[config.mk]
export PLATFORM = sky130hd
export DESIGN_NAME = cache_rd_top
export DESIGN_NICKNAME = d
export VERILOG_FILES = /design/src/hdl/cache_pkg.sv /design/src/hdl/cache_ctrl.sv /design/src/hdl/cache_rd_top.sv /design/src/hdl/data_store.sv /design/src/hdl/line_refill.sv /design/src/hdl/tag_store.sv
export SDC_FILE = /design/constraint.sdc
export NUM_CORES = 2
export LEC_CHECK = 0
export ABC_AREA = 1
export BUFFER_PORTS_ARGS = -buffer_cell sky130_fd_sc_hd__buf_2
export CAP_MARGIN = 10
export CORE_ASPECT_RATIO = 1.2
export CORE_MARGIN = 10
export CORE_UTILIZATION = 45
export DETAILED_ROUTE_END_ITERATION = 7
export HOLD_SLACK_MARGIN = 0.15
export PLACE_DENSITY = 0.61
export SYNTH_ARGS = -nofsm -noshare
export SYNTH_HDL_FRONTEND = slang
export SYNTH_HIERARCHICAL = 1
export SYNTH_MEMORY_MAX_BITS = 65536
export SYNTH_SLANG_ARGS = --single-unit
[constraint.sdc]
create_clock -name clk_i -period 10.7 [get_ports clk_i]
set_clock_uncertainty 0.2 [all_clocks]
set_input_delay 0.535 -clock clk_i [delete_from_list [all_inputs] [get_ports clk_i]]
set_output_delay 0.535 -clock clk_i [all_outputs]
set_load 0.03 [all_outputs]
[src/hdl/cache_pkg.sv]
package cache_pkg;

   localparam int FE_ADDR_W     = 16;
   localparam int FE_DATA_W     = 32;
   localparam int BE_ADDR_W     = 16;
   localparam int BE_DATA_W     = 64;
   localparam int WORD_OFFSET_W = 3;  // 8 front-end words per line
   localparam int LINE2BE_W     = 2;  // 4 back-end words per line
   localparam int INDEX_W       = 4;  // 16 lines
   localparam int FE_BYTE_W     = 2;
   localparam int BE_NBYTES_W   = 3;
   localparam int TAG_W         = FE_ADDR_W - INDEX_W - WORD_OFFSET_W - FE_BYTE_W;
   localparam int LINE_ADDR_W   = TAG_W + INDEX_W;
   localparam int N_LINES       = 1 << INDEX_W;
   localparam int STORE_DEPTH   = 1 << (INDEX_W + LINE2BE_W);  // back-end words held

   // refill channel states
   localparam logic [1:0] RF_IDLE          = 2'd0;
   localparam logic [1:0] RF_HANDSHAKE     = 2'd1;
   localparam logic [1:0] RF_END_HANDSHAKE = 2'd2;

   // request sequencer states
   localparam logic [2:0] CT_IDLE   = 3'd0;
   localparam logic [2:0] CT_LOOKUP = 3'd1;
   localparam logic [2:0] CT_REFILL = 3'd2;
   localparam logic [2:0] CT_REREAD = 3'd3;
   localparam logic [2:0] CT_ANSWER = 3'd4;

   typedef struct packed {
      logic [TAG_W-1:0]         tag;
      logic [INDEX_W-1:0]       index;
      logic [WORD_OFFSET_W-1:0] word;
      logic [FE_BYTE_W-1:0]     byte_sel;
   } fe_fields_t;

   typedef struct packed {
      logic [LINE_ADDR_W-1:0]   line;
      logic [WORD_OFFSET_W-1:0] word;
      logic [FE_BYTE_W-1:0]     byte_sel;
   } fe_line_t;

   // same address word seen as lookup fields or as a line number
   typedef union packed {
      fe_fields_t f;
      fe_line_t   l;
   } fe_addr_u;

endpackage

[src/hdl/cache_ctrl.sv]
`timescale 1ns/1ps

module cache_ctrl import cache_pkg::*; (
   input  logic               clk_i,
   input  logic               reset,
   input  logic               req,
   input  fe_addr_u           addr,
   input  logic               invalidate,
   output logic               busy,
   output logic               rvalid,
   input  logic               hit,
   output logic [INDEX_W-1:0] lookup_index,
   output logic [TAG_W-1:0]   lookup_tag,
   output logic               fill,
   output logic               replace_valid,
   input  logic               replace,
   output fe_addr_u           req_addr,
   output logic               rd_en
);

   logic [2:0] state;
   logic       refill_started;  // refill channel has picked up the request

   always_ff @(posedge clk_i) begin
      if ((state == CT_IDLE) && req) begin
         req_addr <= addr;
      end
   end

   always_ff @(posedge clk_i or posedge reset) begin
      if (reset) begin
         state          <= CT_IDLE;
         rvalid         <= 1'b0;
         refill_started <= 1'b0;
      end else begin
         rvalid         <= (state == CT_ANSWER);  // answer lands one cycle after
         refill_started <= (state == CT_REFILL) && (refill_started || replace);
         case (state)
            CT_IDLE: begin
               if (req) begin
                  state <= CT_LOOKUP;
               end
            end
            CT_LOOKUP: begin
               state <= hit ? CT_ANSWER : CT_REFILL;
            end
            CT_REFILL: begin
               if (refill_started && !replace) begin  // line written so the tag is set now
                  state <= CT_REREAD;
               end
            end
            CT_REREAD: begin
               state <= CT_ANSWER;
            end
            CT_ANSWER: begin
               state <= CT_IDLE;
            end
            default: begin
               state <= CT_IDLE;
            end
         endcase
      end
   end

   assign busy          = (state != CT_IDLE);
   assign lookup_index  = req_addr.f.index;
   assign lookup_tag    = req_addr.f.tag;
   assign replace_valid = (state == CT_REFILL) && !refill_started && !replace;
   assign fill          = (state == CT_REFILL) && refill_started && !replace;
   assign rd_en         = (state == CT_LOOKUP) || (state == CT_REREAD);  // store read

   a_rvalid_pulse: assert property (@(posedge clk_i) disable iff (reset)
      rvalid |=> !rvalid)
      else $error("rvalid held longer than one cycle");

   a_req_ignored_busy: assert property (@(posedge clk_i) disable iff (reset)
      (busy && req) |=> $stable(req_addr))
      else $error("request accepted while busy");

   // an invalidate taken with a request flushes before that request's lookup
   a_inval_then_miss: assert property (@(posedge clk_i) disable iff (reset)
      (!busy && req && invalidate) |=> !hit)
      else $error("lookup hit right after invalidate");

endmodule

[src/hdl/cache_rd_top.sv]
`timescale 1ns/1ps

module cache_rd_top import cache_pkg::*; (
   input  logic                 clk_i,
   input  logic                 reset,
   input  logic                 req,
   input  logic [FE_ADDR_W-1:0] addr,
   input  logic                 invalidate,
   output logic                 busy,
   output logic [FE_DATA_W-1:0] rdata,
   output logic                 rvalid,
   output logic [BE_ADDR_W-1:0] be_addr,
   output logic                 be_valid,
   input  logic                 be_ready,
   input  logic                 be_rvalid,
   input  logic [BE_DATA_W-1:0] be_rdata
);

   fe_addr_u             req_addr;
   logic                 hit;
   logic                 fill;
   logic                 inval_live;
   logic [INDEX_W-1:0]   lookup_index;
   logic [TAG_W-1:0]     lookup_tag;
   logic                 replace_valid;
   logic                 replace;
   logic                 rd_en;
   logic                 read_valid;
   logic [LINE2BE_W-1:0] read_addr;
   logic [BE_DATA_W-1:0] read_rdata;

   assign inval_live = invalidate & ~busy;  // flush only between requests

   cache_ctrl u_ctrl (
      .clk_i         (clk_i),
      .reset         (reset),
      .req           (req),
      .addr          (addr),
      .invalidate    (invalidate),
      .busy          (busy),
      .rvalid        (rvalid),
      .hit           (hit),
      .lookup_index  (lookup_index),
      .lookup_tag    (lookup_tag),
      .fill          (fill),
      .replace_valid (replace_valid),
      .replace       (replace),
      .req_addr      (req_addr),
      .rd_en         (rd_en)
   );

   tag_store u_tags (
      .clk_i      (clk_i),
      .reset      (reset),
      .invalidate (inval_live),
      .index      (lookup_index),
      .tag        (lookup_tag),
      .fill       (fill),
      .hit        (hit)
   );

   data_store u_data (
      .clk_i    (clk_i),
      .wr_en    (read_valid),
      .wr_index (req_addr.f.index),
      .wr_word  (read_addr),
      .wr_data  (read_rdata),
      .rd_en    (rd_en),
      .rd_addr  (req_addr),
      .rd_data  (rdata)
   );

   line_refill u_refill (
      .clk_i         (clk_i),
      .reset         (reset),
      .replace_valid (replace_valid),
      .replace_addr  (req_addr),
      .replace       (replace),
      .read_valid    (read_valid),
      .read_addr     (read_addr),
      .read_rdata    (read_rdata),
      .be_addr       (be_addr),
      .be_valid      (be_valid),
      .be_ready      (be_ready),
      .be_rvalid     (be_rvalid),
      .be_rdata      (be_rdata)
   );

endmodule

[src/hdl/data_store.sv]
`timescale 1ns/1ps

module data_store import cache_pkg::*; (
   input  logic                 clk_i,
   input  logic                 wr_en,
   input  logic [INDEX_W-1:0]   wr_index,
   input  logic [LINE2BE_W-1:0] wr_word,
   input  logic [BE_DATA_W-1:0] wr_data,
   input  logic                 rd_en,
   input  fe_addr_u             rd_addr,
   output logic [FE_DATA_W-1:0] rd_data
);

   logic [BE_DATA_W-1:0] mem [STORE_DEPTH];
   logic [BE_DATA_W-1:0] be_word;

   // refill writes a whole back-end word per returned beat
   always_ff @(posedge clk_i) begin
      if (wr_en) begin
         mem[{wr_index, wr_word}] <= wr_data;
      end
   end

   // upper word-offset bits pick the back-end word within the line
   assign be_word = mem[{rd_addr.f.index, rd_addr.f.word[WORD_OFFSET_W-1:1]}];

   always_ff @(posedge clk_i) begin
      if (rd_en) begin
         if (rd_addr.f.word[0]) begin
            rd_data <= be_word[BE_DATA_W-1:FE_DATA_W];  // odd word in upper half
         end else begin
            rd_data <= be_word[FE_DATA_W-1:0];
         end
      end
   end

endmodule

[src/hdl/line_refill.sv]
`timescale 1ns/1ps

module line_refill import cache_pkg::*; (
   input  logic                 clk_i,
   input  logic                 reset,
   input  logic                 replace_valid,
   input  fe_addr_u             replace_addr,
   output logic                 replace,
   output logic                 read_valid,
   output logic [LINE2BE_W-1:0] read_addr,
   output logic [BE_DATA_W-1:0] read_rdata,
   output logic [BE_ADDR_W-1:0] be_addr,
   output logic                 be_valid,
   input  logic                 be_ready,
   input  logic                 be_rvalid,
   input  logic [BE_DATA_W-1:0] be_rdata
);

   logic [1:0]           state;
   logic [LINE2BE_W-1:0] word_counter;

   // aligned line base plus the back-end word being fetched
   assign be_addr    = {replace_addr.l.line, word_counter, {BE_NBYTES_W{1'b0}}};
   assign read_rdata = be_rdata;  // returned word goes straight to the store

   always_ff @(posedge clk_i or posedge reset) begin
      if (reset) begin
         read_addr <= '0;
      end else begin
         read_addr <= word_counter;  // index of the next word to arrive
      end
   end

   always_ff @(posedge clk_i or posedge reset) begin
      if (reset) begin
         state <= RF_IDLE;
      end else begin
         case (state)
            RF_IDLE: begin
               if (replace_valid && be_ready) begin  // start the burst once memory is ready
                  state <= RF_HANDSHAKE;
               end
            end
            RF_HANDSHAKE: begin
               if (be_rvalid && (&read_addr)) begin  // last word of the line
                  state <= RF_END_HANDSHAKE;
               end
            end
            RF_END_HANDSHAKE: begin
               state <= RF_IDLE;  // one cycle after the last write
            end
            default: begin
               state <= RF_IDLE;
            end
         endcase
      end
   end

   always_comb begin
      be_valid     = 1'b0;
      replace      = 1'b1;
      word_counter = '0;
      read_valid   = 1'b0;
      case (state)
         RF_IDLE: begin
            replace = 1'b0;
         end
         RF_HANDSHAKE: begin
            be_valid     = ~be_rvalid | ~(&read_addr);  // drop after the final word
            word_counter = read_addr + LINE2BE_W'(be_rvalid);
            read_valid   = be_rvalid;
         end
         default: begin
         end
      endcase
   end

   a_no_valid_idle: assert property (@(posedge clk_i) disable iff (reset)
      (state == RF_IDLE) |-> !be_valid)
      else $error("be_valid raised while refill channel idle");

   // memory must not answer a request that was never made
   a_no_rvalid_idle: assert property (@(posedge clk_i) disable iff (reset)
      (state == RF_IDLE) |-> !be_rvalid)
      else $error("be_rvalid arrived while refill channel idle");

endmodule

[src/hdl/tag_store.sv]
`timescale 1ns/1ps

module tag_store import cache_pkg::*; (
   input  logic               clk_i,
   input  logic               reset,
   input  logic               invalidate,
   input  logic [INDEX_W-1:0] index,
   input  logic [TAG_W-1:0]   tag,
   input  logic               fill,
   output logic               hit
);

   logic [TAG_W-1:0]   tag_mem [N_LINES];
   logic [N_LINES-1:0] valid;

   always_ff @(posedge clk_i) begin
      if (fill) begin
         tag_mem[index] <= tag;  // new owner of the line
      end
   end

   always_ff @(posedge clk_i or posedge reset) begin
      if (reset) begin
         valid <= '0;
      end else if (invalidate) begin
         valid <= '0;  // flush every line at once
      end else if (fill) begin
         valid[index] <= 1'b1;
      end
   end

   // lookup is combinational on the latched address
   assign hit = valid[index] && (tag_mem[index] == tag);

   a_fill_vs_inval: assert property (@(posedge clk_i) disable iff (reset)
      !(fill && invalidate))
      else $error("line fill collided with invalidate");

endmodule

# ---- Word-level counts from Yosys, hierarchy flattened
# Memory sizes are Yosys's and may differ from the RTL's. A register that Yosys moved wholly into a read port is not among the register bits.
# Cells that the tools add are included.
dict set report totals {
  regBits 73
  latchBits 0
  mem_bits_rw 4208
  romBits 0
  n_memories 2
}
# memory words width read_ports rd_clocked_by_memory_dff wr line_no
set memory_table {}
lappend memory_table {u_data.mem 64 64 1 1 1 data_store.sv:14} ;# logic [BE_DATA_W-1:0] mem [STORE_DEPTH];
lappend memory_table {u_tags.tag_mem 16 7 1 1 1 tag_store.sv:13} ;# logic [TAG_W-1:0] tag_mem [N_LINES];
dict set report op_classes {
  addsub 1
  n_mul 0
  div_mod_pow 0
  magnitude_cmp 2
  n_eq_ne 10
  shift 0
  muxes 24
  bitwise 6
  n_reduce_logical 21
}
# cell count
set ops {}
lappend ops {{2-to-1 mux 16 bit} 2}
lappend ops {{2-to-1 mux 32 bit} 1}
lappend ops {{OR 16 bit} 1}
lappend ops {{one-hot mux 3 bit (4 select lines)} 1}
lappend ops {{logical AND 1 bit} 11}
lappend ops {{2-to-1 mux 1 bit} 9}
lappend ops {{2-to-1 mux 3 bit} 3}
lappend ops {{equality test 7 bit} 1}
lappend ops {{equality test 3 x 2 -> 1 bit (second input constant)} 2}
lappend ops {{2-to-1 mux 2 bit} 3}
lappend ops {{2-to-1 mux 6 bit} 1}
lappend ops {{!= test 2 x 1 -> 1 bit (second input constant)} 3}
lappend ops {{AND reduction 2 bit} 3}
lappend ops {{less-than comparator 4 x 5 -> 1 bit (second input constant)} 1}
lappend ops {{binary-select mux 1 bit (select 4 bit)} 1}
lappend ops {{demux 1 bit (select 4 bit)} 1}
lappend ops {{>= comparator 4 x 1 -> 1 bit (second input constant)} 1}
lappend ops {{2-to-1 mux 4 bit} 1}
lappend ops {{one-hot mux 2 bit (2 select lines)} 1}
lappend ops {{equality test 3 x 1 -> 1 bit (second input constant)} 1}
lappend ops {{equality test 3 bit (second input constant)} 1}
lappend ops {{logical NOT 3 bit} 1}
lappend ops {{NOT 1 bit} 3}
lappend ops {{nonzero test 3 bit} 1}
lappend ops {{9 further kinds} 10}

# ---- Logic depth before layout (Yosys ltp)
dict set report logic_depth {
  depth_word 7
  ltp_mapped 17
  depth_no_buf 15
}

# ---- Modules after synthesis
# Netlist, hierarchy kept.
# module n_inst cells_each area_per_inst_um2 seq_area_each_um2
set modules_own_cells {}
lappend modules_own_cells {data_store 1 13285 164995.7 123958.9}
lappend modules_own_cells {tag_store 1 566 5544.1 3763.6}
lappend modules_own_cells {cache_ctrl 1 61 815.8 605.6}
lappend modules_own_cells {line_refill 1 108 798.3 100.1}
lappend modules_own_cells {cache_rd_top 1 2 10.0 0.0}

# ---- Worst setup path before layout
# Ideal clock, no wire load.
dict set report synth_path {
  kind {input -> register}
  from {input port be_rvalid}
  to {memory u_data.mem[48][0] (enable)}
  setup_time_ps 646
  t_arrival_ps 7288
  required_time_ps 9854
  setup_slack_ps 2566
  stages 5
  path_buffers 1
  path_cell_list {inv_1 nor2_1 clkbuf_1 nand4_1 nor4_1}
}
dict set report synth_between {
  elab_chain_len 3
}
# element line_no
set synth_rtl {}
lappend synth_rtl {{start, declared} cache_rd_top.sv:15} ;# input logic be_rvalid,
lappend synth_rtl {{2-to-1 mux 1 bit} line_refill.sv:64} ;# case (state)
lappend synth_rtl {{via read_valid} cache_rd_top.sv:28} ;# logic read_valid;
lappend synth_rtl {{2-to-1 mux 1 bit} data_store.sv:19} ;# if (wr_en) begin
lappend synth_rtl {{2-to-1 mux 1 bit (implied by the code)} data_store.sv:20} ;# mem[{wr_index, wr_word}] <= wr_data;
lappend synth_rtl {{end, declared} data_store.sv:14}
# The timed path passes the listed nets, and every way through them passes these cells.

# ---- Final worst setup path
dict set report layout_path {
  from {register u_ctrl/req_addr[6] (netlist bit)}
  to {memory u_data.mem[12][16] (enable)}
}
# element line_no
set layout_lines {}
lappend layout_lines {{start, declared} cache_ctrl.sv:17} ;# output fe_addr_u req_addr,
lappend layout_lines {{start signal, assigned} cache_ctrl.sv:26} ;# req_addr <= addr;
# No word-level cell before the write port.

==> results.py <==
metrics = {
    "status": {
        "status": "finished clean",
    },
    "power": {
        "pwr-share-comb_pct": 17.1,
        "switching_share_pct": 29.0,
        "clkPwrFrac_pct": 35.2,
        "seq_power_share_pct": 47.7,
        "power_density_mw_per_mm2": 210,
        "power_mw": 39.8,
        "internal_power_mw": 28.2,
        "ir_worst_vdd_v": 0.000206,
        "power.leakage_nw": 65.9,
        "p_switching_mw": 11.5,
    },
    "final_layout": {
        "final_util_pct": 49.8,
        "syn_to_final_growth_pct": 10.3,
        "nets": 14000,
        "stdcell_count": 19200,
        "nFillCells": 32400,
        "drive_gt1_share_pct": 7.19,
    },
    "worst_setup_path": {
        "startpoint": "u_ctrl/req_addr[6]",
        "cp_common_cell": "buf_4",
        "max_stage_delay_ns": 1.25,
        "cp-start-kind": "flip-flop",
        "required_ns": 11.03,
        "crit_chain": "buf_4, buf_12, nand3_1, nor2_4, buf_4, buf_4",
        "r2r_cells": 6,
        "rr_endpoint": "u_data/mem[12][16]",
        "rrSetupSlack_ns": 5.00,
        "timing.rr.start": "u_ctrl/req_addr[6]",
        "cpMaxStageDelayCell": "nor2_4",
        "crit_path_end_kind": "flip-flop",
        "crit_fanout": 90,
        "crit_end": "u_data/mem[12][16]",
        "path_class": "reg -> reg",
        "cp.arrival_ns": 6.03,
    },
    "die": {
        "fp-row-count": 248,
        "placeableCoreArea_mm2": 0.381,
        "die_area_mm2": 0.408,
        "start_util_pct": 45.2,
        "io-pin-count": 137,
        "fp.dieH_um": 697,
        "die_w_um": 585,
    },
    "detailed_routing": {
        "antenna_left": 0,
        "num_vias": 113000,
        "dr.pass1.iters": 8,
        "vias_per_cell": 5.88,
        "drc": 0,
        "routed_wl_um": 530000,
        "wire_per_inst_um": 27.5,
        "drt_iter0_drc": 14500,
    },
    "cts": {
        "clkLatencyLatePin_ns": 0.97,
        "cts_buffers": 410,
        "cts_root_buf": "clkbuf_16",
        "cts-htree-levels": 5,
        "ctsResizeCount": 0,
        "clk_pin_slew_worst_paths_ns": 0.06,
        "cts_tree": "yes",
        "cts_sinks": 4279,
        "ctsHoldBuffers": 88,
        "clockBufferDepth": 4,
        "post_cts_buffers": 0,
    },
    "grt": {
        "grt_pass1_vias": 105000,
        "gr-total-overflow": 0,
        "grt_use_total_pct": 25.0,
        "grt_first_pass_wirelength_um": 753000,
        "grt_max_degree": 211,
        "antenna_found_initial": 55,
    },
    "job": {
        "cap_violations": 0,
    },
    "sta": {
        "hold_viol": 0,
        "finalSetupViolations": 0,
        "finalCritPeriodShare_pct": 53.3,
        "worst_pin_slew_ns": 1.37,
        "setup_tns_ns": 0,
        "drv_slew": 0,
        "period_minus_slack_ns": 5.70,
        "slew_headroom_pct": 8.73,
        "hold_slack_ns": 0.186,
        "fmax_mhz": 175,
        "rsz0062_at_grt": "no",
    },
    "synth": {
        "syn_area_mm2": 0.172,
        "syn-instance-count": 14000,
        "avgSynthCellArea_um2": 12.3,
        "synth_warnings": 6,
    },
    "place": {
        "gp_congestion": 0.811,
        "place_inst": 18400,
        "dp_hpwl_um": 256000,
        "port-buffer-count": 131,
    },
    "hold_path": {
        "min_path_type": "in -> reg",
    },
}
==> worst min path at each step <==
stage,endpoint,startpoint,slack (ns),depth (start not counted)
final,u_data/mem[11][16],be_rdata[16],0.19,1
after global routing,u_data/mem[9][62],be_rdata[62],0.21,1
after CTS,u_data/mem[62][22],be_rdata[22],0.15,1
after detailed placement,u_refill/read_addr[1],reset,0.27,2
after global placement,u_refill/read_addr[1],reset,0.27,2
after floorplan,u_refill/read_addr[0],reset,0.10,1
==> metrics by stage <==
step | setup slack [ns] | area [µm²]
global placement | 5.20 | 176000
CTS | 5.08 | 190000
global route | 5.06 | 190000
floorplan | 2.57 | 172000
detailed placement | 5.15 | 176000
finish | 5.00 | 190000
==> power by group through the flow <==
stage	registers (mW)	clock network [mW]	logic (mW)
2_1_floorplan	19.3	0	4.41
3_3_place_gp	19.3	0	6.61
3_5_place_dp	19.3	0	6.66
4_1_cts	19.0	14.1	6.71
5_1_grt	19.0	14.8	7.33
6_report	19.0	14.0	6.80
==> final cells by class <==
cell class                 instances  area, µm²  share of cell area, %
timing repair buffer             466       3880                   2.05
inverter                          44        229                  0.121
tap                             5000       6260                   3.30
clock buffer                     502      10700                   5.65
multi-input combinational       8687      38300                   20.2
antenna                           21       52.6                 0.0277
clock inverter                   237       1990                   1.05
sequential                      4279     128000                   67.6
==> flip-flops by register name, indices dropped and copies added (netlist names) <==
signal	flops
u_ctrl/rvalid	1
u_refill/state	2
u_tags/tag_mem	112
u_tags/valid	16
u_refill/read_addr	2
u_ctrl/refill_started	1
u_ctrl/req_addr	14
u_data/mem	4096
u_ctrl/state	3
u_data/rd_data	32
==> layer usage <==
layer / part of all wire [%] / track usage [%]
met1: 38 / 33.4
met2: 47 / 40.1
met3: 10 / 4.91
met4: 4.8 / 10.6
met5: 0.025 / 0
==> cell usage in the layout (no fill, tap or decap), types with 3 or more instances in the layout <==
master / n
clkinv_4: 6
inv_16: 5
edfxtp_1: 4254
nor2_1: 68
nor2_4: 59
nor4_2: 8
clkinv_8: 4
inv_1: 33
nand3_1: 4057
inv_2: 3
clkbuf_8: 5
clkinv_1: 97
nand4_1: 9
bufinv_16: 29
dfrtp_1: 25
buf_4: 207
clkbuf_16: 413
buf_12: 39
dlygate4sd3_1: 89
inv_6: 10
conb_1: 3
clkbuf_1: 84
inv_8: 3
o21bai_1: 5
nor2_2: 5
diode_2: 21
buf_2: 131
nand2_1: 4462
clkinv_2: 76
clkinvlp_4: 13
==> worst max-delay path, delay by kind of cell, from the launching register on <==
family	cells	cell delay [ns]
buffers and inverters	4	2.47
flip-flops	1	0.32
AND/OR/NAND/NOR	2	2.05
Note: power is estimated with default switching activity, not from simulation.
